## src/common/riscvIsaPkg.sv

```systemverilog
// RV64 instruction field types, opcode, funct3, funct7 and system code constants
package riscvIsaPkg;

  typedef logic [31:0] instrT;  // raw instruction word
  typedef logic [6:0]  opcodeT; // instr[6:0]
  typedef logic [2:0]  funct3T; // instr[14:12]
  typedef logic [6:0]  funct7T; // instr[31:25]
  typedef logic [11:0] sys12T;  // instr[31:20], system code or csr address

  // major opcodes
  localparam opcodeT OpLui     = 7'b0110111;
  localparam opcodeT OpAuipc   = 7'b0010111;
  localparam opcodeT OpJal     = 7'b1101111;
  localparam opcodeT OpJalr    = 7'b1100111;
  localparam opcodeT OpImm     = 7'b0010011; // addi .. srai
  localparam opcodeT OpReg     = 7'b0110011; // add .. and, mul/div/rem
  localparam opcodeT OpImm32   = 7'b0011011; // addiw, slliw, srliw, sraiw
  localparam opcodeT OpReg32   = 7'b0111011; // addw .. sraw, m word forms
  localparam opcodeT OpBranch  = 7'b1100011;
  localparam opcodeT OpLoad    = 7'b0000011;
  localparam opcodeT OpStore   = 7'b0100011;
  localparam opcodeT OpSystem  = 7'b1110011; // ecall, ebreak, mret, csr
  localparam opcodeT OpMiscMem = 7'b0001111; // fence.i only

  // funct3 values the decoders test by name
  localparam funct3T Funct3AddSub = 3'b000; // add/sub, mul for m
  localparam funct3T Funct3Sll    = 3'b001;
  localparam funct3T Funct3Sr     = 3'b101; // srl/sra split on bit 30
  localparam funct3T Funct3Priv   = 3'b000; // system privileged group

  // funct7 values
  localparam funct7T Funct7MulDiv = 7'b0000001; // m extension
  localparam funct7T Funct7Alt    = 7'b0100000; // sub, sra

  // system upper 12 bits when funct3 is Funct3Priv
  localparam sys12T Sys12Ecall  = 12'h000;
  localparam sys12T Sys12Ebreak = 12'h001;
  localparam sys12T Sys12Mret   = 12'h302;

endpackage

```

## src/common/decodeCtrlPkg.sv

```systemverilog
// decode control codes, control field types and the packed control bundles
package decodeCtrlPkg;

  // bit 4 word form, bit 3 alternate form
  typedef logic [4:0] aluOpT;
  typedef logic [2:0] immTypeT;
  typedef logic [1:0] srcBT;
  typedef logic [1:0] mulOpT;
  typedef logic [2:0] branchT;
  typedef logic [2:0] memOpT;
  typedef logic [2:0] csrOpT;

  localparam aluOpT AluAdd   = 5'd0;
  localparam aluOpT AluSll   = 5'd1;
  localparam aluOpT AluSlt   = 5'd2;
  localparam aluOpT AluSltu  = 5'd3;
  localparam aluOpT AluXor   = 5'd4;
  localparam aluOpT AluSrl   = 5'd5;
  localparam aluOpT AluOr    = 5'd6;
  localparam aluOpT AluAnd   = 5'd7;
  localparam aluOpT AluSub   = 5'd8;
  localparam aluOpT AluMul   = 5'd9;
  localparam aluOpT AluDivu  = 5'd10;
  localparam aluOpT AluDiv   = 5'd11;
  localparam aluOpT AluRemu  = 5'd12;
  localparam aluOpT AluSra   = 5'd13;
  localparam aluOpT AluRem   = 5'd14;
  localparam aluOpT AluPassB = 5'd15; // lui, result is operand b
  localparam aluOpT AluAddW  = 5'd16;
  localparam aluOpT AluSllW  = 5'd17;
  localparam aluOpT AluSrlW  = 5'd21;
  localparam aluOpT AluSubW  = 5'd24;
  localparam aluOpT AluMulW  = 5'd25;
  localparam aluOpT AluDivuW = 5'd26;
  localparam aluOpT AluDivW  = 5'd27;
  localparam aluOpT AluRemuW = 5'd28;
  localparam aluOpT AluSraW  = 5'd29;
  localparam aluOpT AluRemW  = 5'd30;

  localparam immTypeT ImmI = 3'd0;
  localparam immTypeT ImmU = 3'd1;
  localparam immTypeT ImmS = 3'd2;
  localparam immTypeT ImmB = 3'd3;
  localparam immTypeT ImmJ = 3'd4;
  localparam immTypeT ImmR = 3'd5; // no immediate

  localparam logic SrcAPc  = 1'b0;
  localparam logic SrcAReg = 1'b1;

  localparam srcBT SrcBReg  = 2'd0;
  localparam srcBT SrcBImm  = 2'd1;
  localparam srcBT SrcBFour = 2'd2; // link address pc + 4

  localparam mulOpT MulLow = 2'd0; // mul, also signed default
  localparam mulOpT MulHu  = 2'd1;
  localparam mulOpT MulHsu = 2'd2;
  localparam mulOpT MulH   = 2'd3;

  localparam branchT BrNone = 3'd0;
  localparam branchT BrJal  = 3'd1;
  localparam branchT BrJalr = 3'd2;
  localparam branchT BrEq   = 3'd4;
  localparam branchT BrNe   = 3'd5;
  localparam branchT BrLt   = 3'd6; // blt, bltu via alu op
  localparam branchT BrGe   = 3'd7; // bge, bgeu via alu op

  localparam memOpT MemW  = 3'd0;
  localparam memOpT MemB  = 3'd1;
  localparam memOpT MemH  = 3'd2;
  localparam memOpT MemD  = 3'd3;
  localparam memOpT MemBu = 3'd4;
  localparam memOpT MemHu = 3'd5;
  localparam memOpT MemWu = 3'd6;

  localparam csrOpT CsrWrite = 3'd0;
  localparam csrOpT CsrSet   = 3'd1;
  localparam csrOpT CsrClear = 3'd2;

  typedef struct packed {
    logic  srcA; // 1 register, 0 pc
    srcBT  srcB;
    aluOpT aluOp;
    mulOpT mulOp;
  } exeCtrlT;

  typedef struct packed {
    immTypeT immType;
    branchT  branch;
    memOpT   memOp;
    logic    memWen;
    logic    memToReg;
    logic    rfWen;
    logic    ecall;
    logic    ebreak;
    logic    mret;
    logic    csrWen;
    csrOpT   csrOp;
    logic    csrToReg;
    logic    fenceI;
  } flowCtrlT;

  typedef struct packed {
    logic     illegal;
    exeCtrlT  exe;
    flowCtrlT flow;
  } decodeCtrlT;

  // control set for an illegal or unknown word, no side effects
  localparam exeCtrlT ExeDefault = '{srcA: SrcAReg, srcB: SrcBReg, aluOp: AluAdd,
                                     mulOp: MulLow};
  localparam flowCtrlT FlowDefault = '{immType: ImmI, branch: BrNone, memOp: MemW,
                                       memWen: 1'b0, memToReg: 1'b0, rfWen: 1'b0,
                                       ecall: 1'b0, ebreak: 1'b0, mret: 1'b0,
                                       csrWen: 1'b0, csrOp: CsrWrite, csrToReg: 1'b0,
                                       fenceI: 1'b0};

endpackage

```

## src/rtl/aluDecoder.sv

```systemverilog
// aluDecoder: operand selects, ALU operation, multiply mode and opcode legality
`timescale 1ns/10ps

module aluDecoder
  import riscvIsaPkg::*;
  import decodeCtrlPkg::*;
(
  input  instrT   instr_i,
  output exeCtrlT exe_o,
  output logic    aluLegal_o
);

  opcodeT opcode;
  funct3T funct3;
  funct7T funct7;
  logic   altBit;

  assign opcode = instr_i[6:0];
  assign funct3 = instr_i[14:12];
  assign funct7 = instr_i[31:25];
  assign altBit = instr_i[30]; // sra/sraw select for immediates

  always_comb begin
    exe_o      = ExeDefault; // reg, reg, add
    aluLegal_o = 1'b1;
    case (opcode)
      OpLui: begin
        exe_o.srcB  = SrcBImm;
        exe_o.aluOp = AluPassB; // rd = imm
      end
      OpAuipc: begin
        exe_o.srcA = SrcAPc;
        exe_o.srcB = SrcBImm;
      end
      OpJal, OpJalr: begin
        exe_o.srcA = SrcAPc; // link value pc + 4
        exe_o.srcB = SrcBFour;
      end
      OpImm: begin
        exe_o.srcB  = SrcBImm;
        exe_o.aluOp = aluOpT'({2'b00, funct3}); // op code is funct3
        if (funct3 == Funct3Sr && altBit) begin
          exe_o.aluOp = AluSra;
        end
      end
      OpReg: begin
        if (funct7 == Funct7MulDiv) begin
          case (funct3)
            3'd0: exe_o.aluOp = AluMul;
            3'd1: begin
              exe_o.aluOp = AluMul;
              exe_o.mulOp = MulH;
            end
            3'd2: begin
              exe_o.aluOp = AluMul;
              exe_o.mulOp = MulHsu;
            end
            3'd3: begin
              exe_o.aluOp = AluMul;
              exe_o.mulOp = MulHu;
            end
            3'd4:    exe_o.aluOp = AluDiv;
            3'd5:    exe_o.aluOp = AluDivu;
            3'd6:    exe_o.aluOp = AluRem;
            default: exe_o.aluOp = AluRemu;
          endcase
        end else begin
          exe_o.aluOp = aluOpT'({2'b00, funct3});
          if (funct3 == Funct3AddSub && funct7 == Funct7Alt) begin
            exe_o.aluOp = AluSub;
          end else if (funct3 == Funct3Sr && altBit) begin
            exe_o.aluOp = AluSra;
          end
        end
      end
      OpImm32: begin
        exe_o.srcB = SrcBImm;
        case (funct3)
          Funct3AddSub: exe_o.aluOp = AluAddW;
          Funct3Sll:    exe_o.aluOp = AluSllW;
          default:      exe_o.aluOp = altBit ? AluSraW : AluSrlW;
        endcase
      end
      OpReg32: begin
        if (funct7 == Funct7MulDiv) begin
          case (funct3) // word mul has no high half
            3'd4:    exe_o.aluOp = AluDivW;
            3'd5:    exe_o.aluOp = AluDivuW;
            3'd6:    exe_o.aluOp = AluRemW;
            3'd7:    exe_o.aluOp = AluRemuW;
            default: exe_o.aluOp = AluMulW;
          endcase
        end else begin
          case (funct3)
            Funct3AddSub: exe_o.aluOp = (funct7 == Funct7Alt) ? AluSubW : AluAddW;
            Funct3Sll:    exe_o.aluOp = AluSllW;
            default:      exe_o.aluOp = altBit ? AluSraW : AluSrlW;
          endcase
        end
      end
      OpBranch: begin
        // compare result feeds the branch unit
        exe_o.aluOp = (funct3[2:1] == 2'b11) ? AluSltu : AluSlt;
      end
      OpLoad, OpStore, OpSystem: begin
        exe_o.srcB = SrcBImm; // address or csr operand
      end
      OpMiscMem: begin
        exe_o = ExeDefault; // fence.i, alu idle
      end
      default: begin
        aluLegal_o = 1'b0; // unknown opcode
      end
    endcase
  end

endmodule

```

## src/rtl/flowDecoder.sv

```systemverilog
// flowDecoder: immediate format, branch, memory, write-back and system controls
`timescale 1ns/10ps

module flowDecoder
  import riscvIsaPkg::*;
  import decodeCtrlPkg::*;
(
  input  instrT    instr_i,
  output flowCtrlT flow_o,
  output logic     flowFault_o
);

  opcodeT opcode;
  funct3T funct3;
  sys12T  sys12;

  assign opcode = instr_i[6:0];
  assign funct3 = instr_i[14:12];
  assign sys12  = instr_i[31:20];

  // access size from load/store funct3
  function automatic memOpT memSize(input funct3T f3);
    memOpT size;
    case (f3)
      3'd0:    size = MemB;
      3'd1:    size = MemH;
      3'd2:    size = MemW;
      3'd3:    size = MemD;
      3'd4:    size = MemBu;
      3'd5:    size = MemHu;
      3'd6:    size = MemWu;
      default: size = MemW; // no such load
    endcase
    return size;
  endfunction

  always_comb begin
    flow_o      = FlowDefault;
    flowFault_o = 1'b0;
    case (opcode)
      OpLui, OpAuipc: begin
        flow_o.immType = ImmU;
        flow_o.rfWen   = 1'b1;
      end
      OpJal: begin
        flow_o.immType = ImmJ;
        flow_o.branch  = BrJal;
        flow_o.rfWen   = 1'b1; // link
      end
      OpJalr: begin
        flow_o.branch = BrJalr;
        flow_o.rfWen  = 1'b1;
      end
      OpImm, OpImm32: begin
        flow_o.rfWen = 1'b1;
      end
      OpReg, OpReg32: begin
        flow_o.immType = ImmR;
        flow_o.rfWen   = 1'b1;
      end
      OpBranch: begin
        flow_o.immType = ImmB;
        case (funct3)
          3'd0:    flow_o.branch = BrEq;
          3'd1:    flow_o.branch = BrNe;
          3'd4,
          3'd6:    flow_o.branch = BrLt; // signed or unsigned from alu op
          3'd5,
          3'd7:    flow_o.branch = BrGe;
          default: flowFault_o = 1'b1; // funct3 2, 3
        endcase
      end
      OpLoad: begin
        flow_o.memOp    = memSize(funct3);
        flow_o.memToReg = 1'b1;
        flow_o.rfWen    = 1'b1;
        flowFault_o     = (funct3 == 3'd7);
      end
      OpStore: begin
        flow_o.immType = ImmS;
        flow_o.memOp   = memSize(funct3);
        flow_o.memWen  = 1'b1;
        flowFault_o    = funct3[2]; // sb, sh, sw, sd only
      end
      OpSystem: begin
        if (funct3 == Funct3Priv) begin
          case (sys12) // no write-back for traps
            Sys12Ecall:  flow_o.ecall  = 1'b1;
            Sys12Ebreak: flow_o.ebreak = 1'b1;
            Sys12Mret:   flow_o.mret   = 1'b1;
            default:     flowFault_o   = 1'b1;
          endcase
        end else if (!funct3[2]) begin
          // csrrw, csrrs, csrrc map to 0, 1, 2
          flow_o.csrWen   = 1'b1;
          flow_o.csrOp    = csrOpT'({1'b0, funct3[1:0]} - 3'd1);
          flow_o.csrToReg = 1'b1; // old csr value to rd
          flow_o.rfWen    = 1'b1;
        end else begin
          flowFault_o = 1'b1; // immediate csr forms not supported
        end
      end
      OpMiscMem: begin
        flow_o.fenceI = 1'b1;
      end
      default: begin
        flow_o = FlowDefault; // legality comes from aluDecoder
      end
    endcase
  end

endmodule

```

## src/rtl/decodeStage.sv

```systemverilog
// decodeStage: merges both decoders, applies the illegal override, registers the bundle
`timescale 1ns/10ps

module decodeStage
  import riscvIsaPkg::*;
  import decodeCtrlPkg::*;
(
  input  logic       clk_i,
  input  logic       reset_i,
  input  instrT      instr_i,
  input  logic       instrValid_i,
  output decodeCtrlT ctrl_o,
  output logic       ctrlValid_o
);

  exeCtrlT    exe;
  flowCtrlT   flow;
  logic       aluLegal;
  logic       flowFault;
  decodeCtrlT ctrlNext;

  // both decoders look at the same word in parallel
  aluDecoder i_aluDecoder (
    .instr_i    (instr_i),
    .exe_o      (exe),
    .aluLegal_o (aluLegal)
  );

  flowDecoder i_flowDecoder (
    .instr_i     (instr_i),
    .flow_o      (flow),
    .flowFault_o (flowFault)
  );

  always_comb begin
    ctrlNext.illegal = ~aluLegal | flowFault;
    if (ctrlNext.illegal) begin
      ctrlNext.exe  = ExeDefault;  // reg, reg, add
      ctrlNext.flow = FlowDefault; // all writes off
    end else begin
      ctrlNext.exe  = exe;
      ctrlNext.flow = flow;
    end
  end

  // one cycle stage, no stall path
  always_ff @(posedge clk_i) begin
    if (reset_i) begin
      ctrl_o      <= '0;
      ctrlValid_o <= 1'b0;
    end else begin
      ctrlValid_o <= instrValid_i;
      if (instrValid_i) begin
        ctrl_o <= ctrlNext; // holds across gaps
      end
    end
  end

endmodule

```

## config.mk

```make
export PLATFORM = sky130hd
export DESIGN_NAME = decodeStage
export DESIGN_NICKNAME = d
export VERILOG_FILES = /design/src/common/riscvIsaPkg.sv /design/src/common/decodeCtrlPkg.sv /design/src/rtl/aluDecoder.sv /design/src/rtl/flowDecoder.sv /design/src/rtl/decodeStage.sv
export SDC_FILE = /design/constraint.sdc
export NUM_CORES = 1
export LEC_CHECK = 0
export BUFFER_PORTS_ARGS = -buffer_cell sky130_fd_sc_hd__buf_2
export CORE_MARGIN = 8
export CORE_UTILIZATION = 51
export CTS_CLUSTER_DIAMETER = 60
export CTS_CLUSTER_SIZE = 10
export DETAILED_ROUTE_END_ITERATION = 16
export HOLD_SLACK_MARGIN = 0.15
export PLACE_DENSITY = 0.9
export SLEW_MARGIN = 5
export SYNTH_ARGS = -nofsm -noshare
export SYNTH_HDL_FRONTEND = slang
export SYNTH_SLANG_ARGS = --single-unit
```

## constraint.sdc

```tcl
create_clock -name clk_i -period 2.22 [get_ports clk_i]
set_input_delay 0.222 -clock clk_i [delete_from_list [all_inputs] [get_ports clk_i]]
set_output_delay 0.222 -clock clk_i [all_outputs]
set_load 0.02 [all_outputs]
```

==> results.cfg, run 1 <==
[critical_path]
cp.arrival_ps = 2000
cp.required_ps = 2450
regToRegStartpoint = ctrl_o[23]
startpoint_type = primary input
worst_setup_path_end_kind = flop
worstSetupPathType = in2reg
cp_max_fo = 7
ff2ff_path_depth = 4
setup.worst_path.start = instr_i[12]

[cts]
htreeDepth = 2
root_buffer = clkbuf_8
cts.sinks = 32
clk_pin_slew_worst_paths_ps = 70
cts_setup_buffers = 0
postCtsResizedCells = 0
cts-buffers-inserted = 5
cts_buffer_depth = 2
clock_latency_ps = 280
cts-hold-fix-buffers = 0
tritoncts = done

[pwr]
powerDensity_nw_per_um2 = 573
finalPower_w = 0.00142
swShare = 0.256
p_leak_nw = 1.05
ir_drop_mv = 0.231
p_clk_frac = 0.429
p_int_w = 0.00106
pwr-share-seq = 0.409
p_sw_w = 0.000364
combPwrFrac = 0.161

[synthesis]
async_flop_share = 0
synth_top_family_by_area = simple AND/OR/NAND/NOR gates
synth_ff_type = dfxtp_1
synth_compound_area_frac = 0.263
synthesis.nets = 300
ys_warn_count = 0
syn_area_per_cell_um2 = 8.21
yosys.area_share.simple = 0.301
yosysSeqAreaShare = 0.299
yosys.area_share.xor_xnor = 0.00409
synth_seq_cells = 32
synth_cell_type_count = 65
synth_edf_count = 0
syn_inst = 261
synthAdderAreaFrac = 0.0234
netlist_area_um2 = 2140
muxShareOfSynthArea = 0.00467

[grt]
grt.overflow.total = 0
grt_usage = 0.198
antenna_found_initial = 0
grt_pass1_wl_mm = 10.3
grt_max_degree = 28
grt_pass1_vias = 2116

[drt]
wl_met2_mm = 2.87
num_vias = 2215
first_iter_violations = 239
met1_length_mm = 2.60
drtPass1Iterations = 6
vias_per_cell = 6.10
wire_per_inst_um = 17.2
wirelength_mm = 6.26
dr.max_layer_used = met4
drc = 0
wl_met3_um = 595
antenna_left = 0

[cells_and_area]
nNetsFinal = 351
syn2layout_area_growth_pct = 16.1
stdcell_count = 363
diodes = 0
drive_gt1_frac = 0.294
nFillCells = 383

[timing]
fin_crit_ps = 1770
slew_violations = 0
slew_headroom = 0.675
skew_ps = 0
rsz0062_at_grt = no
hold_viol = 0
fin_crit_sh = 0.797
tightestPinTransition_ps = 484
max_freq_mhz = 565
setup_viol = 0
fin_setup_tns_ps = 0
hold_ws_ps = 161

[placed_design]
dp_cells = 355
portBuffers = 57
gp_congestion = 1.00
dp_hpwl_mm = 4.74

[floorplan]
die_y_um = 80.8
initial_core_util = 0.532
num_rows = 23
core_area_um2 = 4030
die_w_um = 80.8
die_area_um2 = 6530
ios = 68

[min_path]
min-delay-start = reset_i
hold_path_class = in2reg
holdPathStages = 2

[outcome]
status = finished clean

[flow_run]
maxCapViolCount = 0
-- Yosys cell counts (all sizes together) (3+ instances only) --
| master | number | area share |
|---|---|---|
| a21oi | 11 | 0.026 |
| a31oi | 3 | 0.0088 |
| a22o | 9 | 0.037 |
| dfxtp | 32 | 0.30 |
| nor3 | 9 | 0.026 |
| nor3b | 5 | 0.020 |
| ha | 4 | 0.023 |
| nand3b | 3 | 0.011 |
| clkbuf | 15 | 0.064 |
| and2 | 4 | 0.012 |
| nand2 | 28 | 0.049 |
| and3 | 4 | 0.012 |
| nand4 | 3 | 0.0088 |
| or3 | 3 | 0.0099 |
| o31ai | 10 | 0.035 |
| nor2 | 25 | 0.044 |
| buf | 8 | 0.032 |
| o21ai | 15 | 0.035 |
| a211oi | 6 | 0.023 |
| inv | 5 | 0.0088 |
| nand3 | 9 | 0.023 |
| nand2b | 9 | 0.026 |
-- registers in the layout, summed over array words and instances (netlist names) --
| register | count |
|---|---|
| ctrl_o | 31 |
| ctrlValid_o | 1 |
-- area by class of cell --
cell class	instances	area, um^2	share of cell area
clock buffer	7	96.3	0.0387
clock inverter	1	30.0	0.0121
inverter	5	18.8	0.00755
multi-input combinational	201	1280	0.514
sequential	32	641	0.258
tap	50	62.6	0.0252
timing repair buffer	67	360	0.145
-- stage by stage --
step / instance area, um^2 / util / setup WS (ps)
floorplan: 2140 / - / 569
global placement: 2360 / 0.586 / 230
detailed placement: 2360 / 0.586 / 203
CTS: 2490 / 0.617 / 504
global route: 2490 / 0.617 / 289
finish: 2490 / 0.617 / 451
-- power by group through the flow --
stage	sequential (W)	clock (W)	combinational, W
final	0.000583	0.000611	0.000230
after global routing	0.000584	0.000645	0.000252
after CTS	0.000583	0.000616	0.000225
after detailed placement	0.000596	0	0.000223
after global placement	0.000596	0	0.000221
after floorplan	0.000604	0	0.000158
-- kinds of logic after synthesis --
group                    count (synthesis)
buffers and inverters                   28
XOR/XNOR                                 1
flip-flops                              32
adder cells (fa/ha/maj)                  4
AO/OA/AOI/OAI                           78
AND/OR/NAND/NOR                        117
multiplexers                             1
-- worst max-delay path: stages --
cell       delay (ps)
buf_2             150
inv_1             120
ha_1              340
and3_2            250
nor3b_1           300
o2111ai_1         270
nor3_2            200
a22o_1            150
-- cell usage in the layout (no fill, tap or decap), types with 3 or more instances in the layout --
| cell | n |
|---|---|
| nand2_1 | 28 |
| nor3b_1 | 4 |
| ha_1 | 4 |
| clkbuf_8 | 7 |
| a22o_1 | 9 |
| nor2_1 | 25 |
| a211oi_1 | 5 |
| and3_1 | 3 |
| nand2b_1 | 9 |
| nand4_1 | 3 |
| o21ai_1 | 5 |
| o31ai_1 | 10 |
| dfxtp_1 | 32 |
| a21oi_1 | 11 |
| nand3_1 | 8 |
| buf_4 | 10 |
| nor3_1 | 7 |
| and2_1 | 4 |
| nand3b_1 | 3 |
| a31oi_1 | 3 |
| o21ai_0 | 10 |
| inv_1 | 5 |
| buf_2 | 57 |
-- path summary, 6_finish.rpt --
path / endpoint / slack (ps)
max: ctrl_o[7] / 450
max reg2reg: ctrl_o[23] / 1270
min reg2reg: ctrl_o[2] / 450
min: ctrl_o[16] / 160
-- routing by layer --
metal	vias to the layer above	track usage
met5	-	0
met4	0	0.0875
met3	19	0.0298
met2	132	0.325
met1	995	0.251
li1	1069	-
Note: power is estimated with default switching activity, not from simulation.
==> inputs of run 2 (changes only) <==
==> constraint.sdc (replaced) <==
create_clock -name clk_i -period 1.83 [get_ports clk_i]
set_input_delay 0.183 -clock clk_i [delete_from_list [all_inputs] [get_ports clk_i]]
set_output_delay 0.183 -clock clk_i [all_outputs]
set_load 0.02 [all_outputs]
==> results.cfg, run 2 (synthesis gave the netlist of run 1 again) <==
[outcome]
status = finished clean

[timing]
tightestPinTransition_ps = 386
skew_ps = 0
hold_viol = 0
setup_viol = 0
slew_headroom = 0.736
fin_crit_sh = 0.950
hold_ws_ps = 216
max_freq_mhz = 575
fin_crit_ps = 1740
slew_violations = 0

[critical_path]
cp.required_ps = 2030
cp_max_fo = 8
cp.arrival_ps = 1940
startpoint_type = primary input
worstSetupPathType = in2reg
worst_setup_path_end_kind = flop

[cells_and_area]
top_regs = ctrl_o x31, ctrlValid_o x1
nNetsFinal = 367
max_flop_register = ctrl_o
syn2layout_area_growth_pct = 21.0
final_cell_mix = buf_2 (57), dfxtp_1 (32), nand2_1 (28)
diodes = 0
drive_gt1_frac = 0.319
largest_reg_flops = 31
nFillCells = 376
layout.cells.most_common = buf_2
fin_area_um2 = 2590

[floorplan]
num_rows = 23
core_area_um2 = 4030
die_y_um = 80.8
die_w_um = 80.8
die_area_um2 = 6530
ios = 68
initial_core_util = 0.532

[cts]
cts.sinks = 32
htreeDepth = 2
cts_buffer_depth = 2
clock_latency_ps = 290
postCtsResizedCells = 0
cts-buffers-inserted = 5
clk_pin_slew_worst_paths_ps = 70
root_buffer = clkbuf_8
tritoncts = done

[drt]
wirelength_mm = 6.28
wire_per_inst_um = 16.6
vias_per_cell = 6.02
first_iter_violations = 278
drtPass1Iterations = 6
antenna_left = 0
num_vias = 2280
drc = 0

[grt]
grt_pass1_vias = 2102
grt_max_degree = 21
antenna_found_initial = 0
grt.overflow.total = 0
grt_usage = 0.191
grt_pass1_wl_mm = 9.92

[min_path]
hold_path_class = in2reg

[flow_run]
maxCapViolCount = 0

[placed_design]
dp_hpwl_mm = 4.85
gp_congestion = 0.988
portBuffers = 57
place_area_um2 = 2460

[pwr]
powerDensity_nw_per_um2 = 648
ir_drop_mv = 0.277
p_leak_nw = 1.12
## run 2: cell types whose count changed in the layout (fill, tap and decap cells not counted), sizes merged
cell,previous run,this run
clkbuf,7,6
dlygate4sd3,0,2
buf,67,81
clkinv,0,1
## run 2: through the flow
stage               power (W)  instances  setup WS [ps]   util  TNS, ps
global placement      0.00101        368          -7.33  0.610    -7.33
floorplan            0.000925        261            218      -        0
global route          0.00174        379          -12.5  0.644    -14.6
detailed placement    0.00101        368          -17.0  0.610    -31.2
finish                0.00168        379           90.7  0.644        0
CTS                   0.00168        378           86.4  0.642        0
## run 2: routing by layer
layer  vias to the layer above  share of wire  GRT usage
met3                        15          0.080     0.0353
li1                       1099              -          -
met5                         -              0          0
met4                         0          0.022     0.0804
met2                       113           0.48      0.312
met1                      1053           0.42      0.240
## run 2: final cells by class
type / count / area, um^2 / area share
inverters: 5 / 18.8 / 0.00724
well taps: 50 / 62.6 / 0.0241
clock buffers: 6 / 72.6 / 0.0280
repair buffers: 83 / 485 / 0.187
flip-flops and latches: 32 / 641 / 0.247
clock inverters: 2 / 35.0 / 0.0135
multi-input cells: 201 / 1280 / 0.493
## run 2: path summary, 6_finish.rpt
path           startpoint          to  slack [ps]  depth (start not counted)
min          instrValid_i  ctrl_o[16]         220                          2
min reg2reg    ctrl_o[26]  ctrl_o[26]         440                          2
max reg2reg    ctrl_o[23]  ctrl_o[23]         890                          4
max               reset_i  ctrl_o[12]          90                          8
## run 2: critical path, cell delays in order
cell and delay [ps]:
dlygate4sd3_1 530, buf_2 160, nand2b_1 190, inv_1 170, o21a_1 210, buf_4 170
nand3_2 100, o31ai_1 230
## run 2: repair_timing
action                                  CTS  global route
hold buffers                              2             0
endpoints found under the setup margin    0             2
endpoints found under the hold margin     5             0
setup buffers                             0             1
## run 2: report_power, final
part	leakage, nW	internal, W	total [W]	switching [W]
sequential	0.259	0.000704	0.000707	0.00000322
combinational	0.806	0.000121	0.000303	0.000182
clock	0.0552	0.000404	0.000670	0.000266
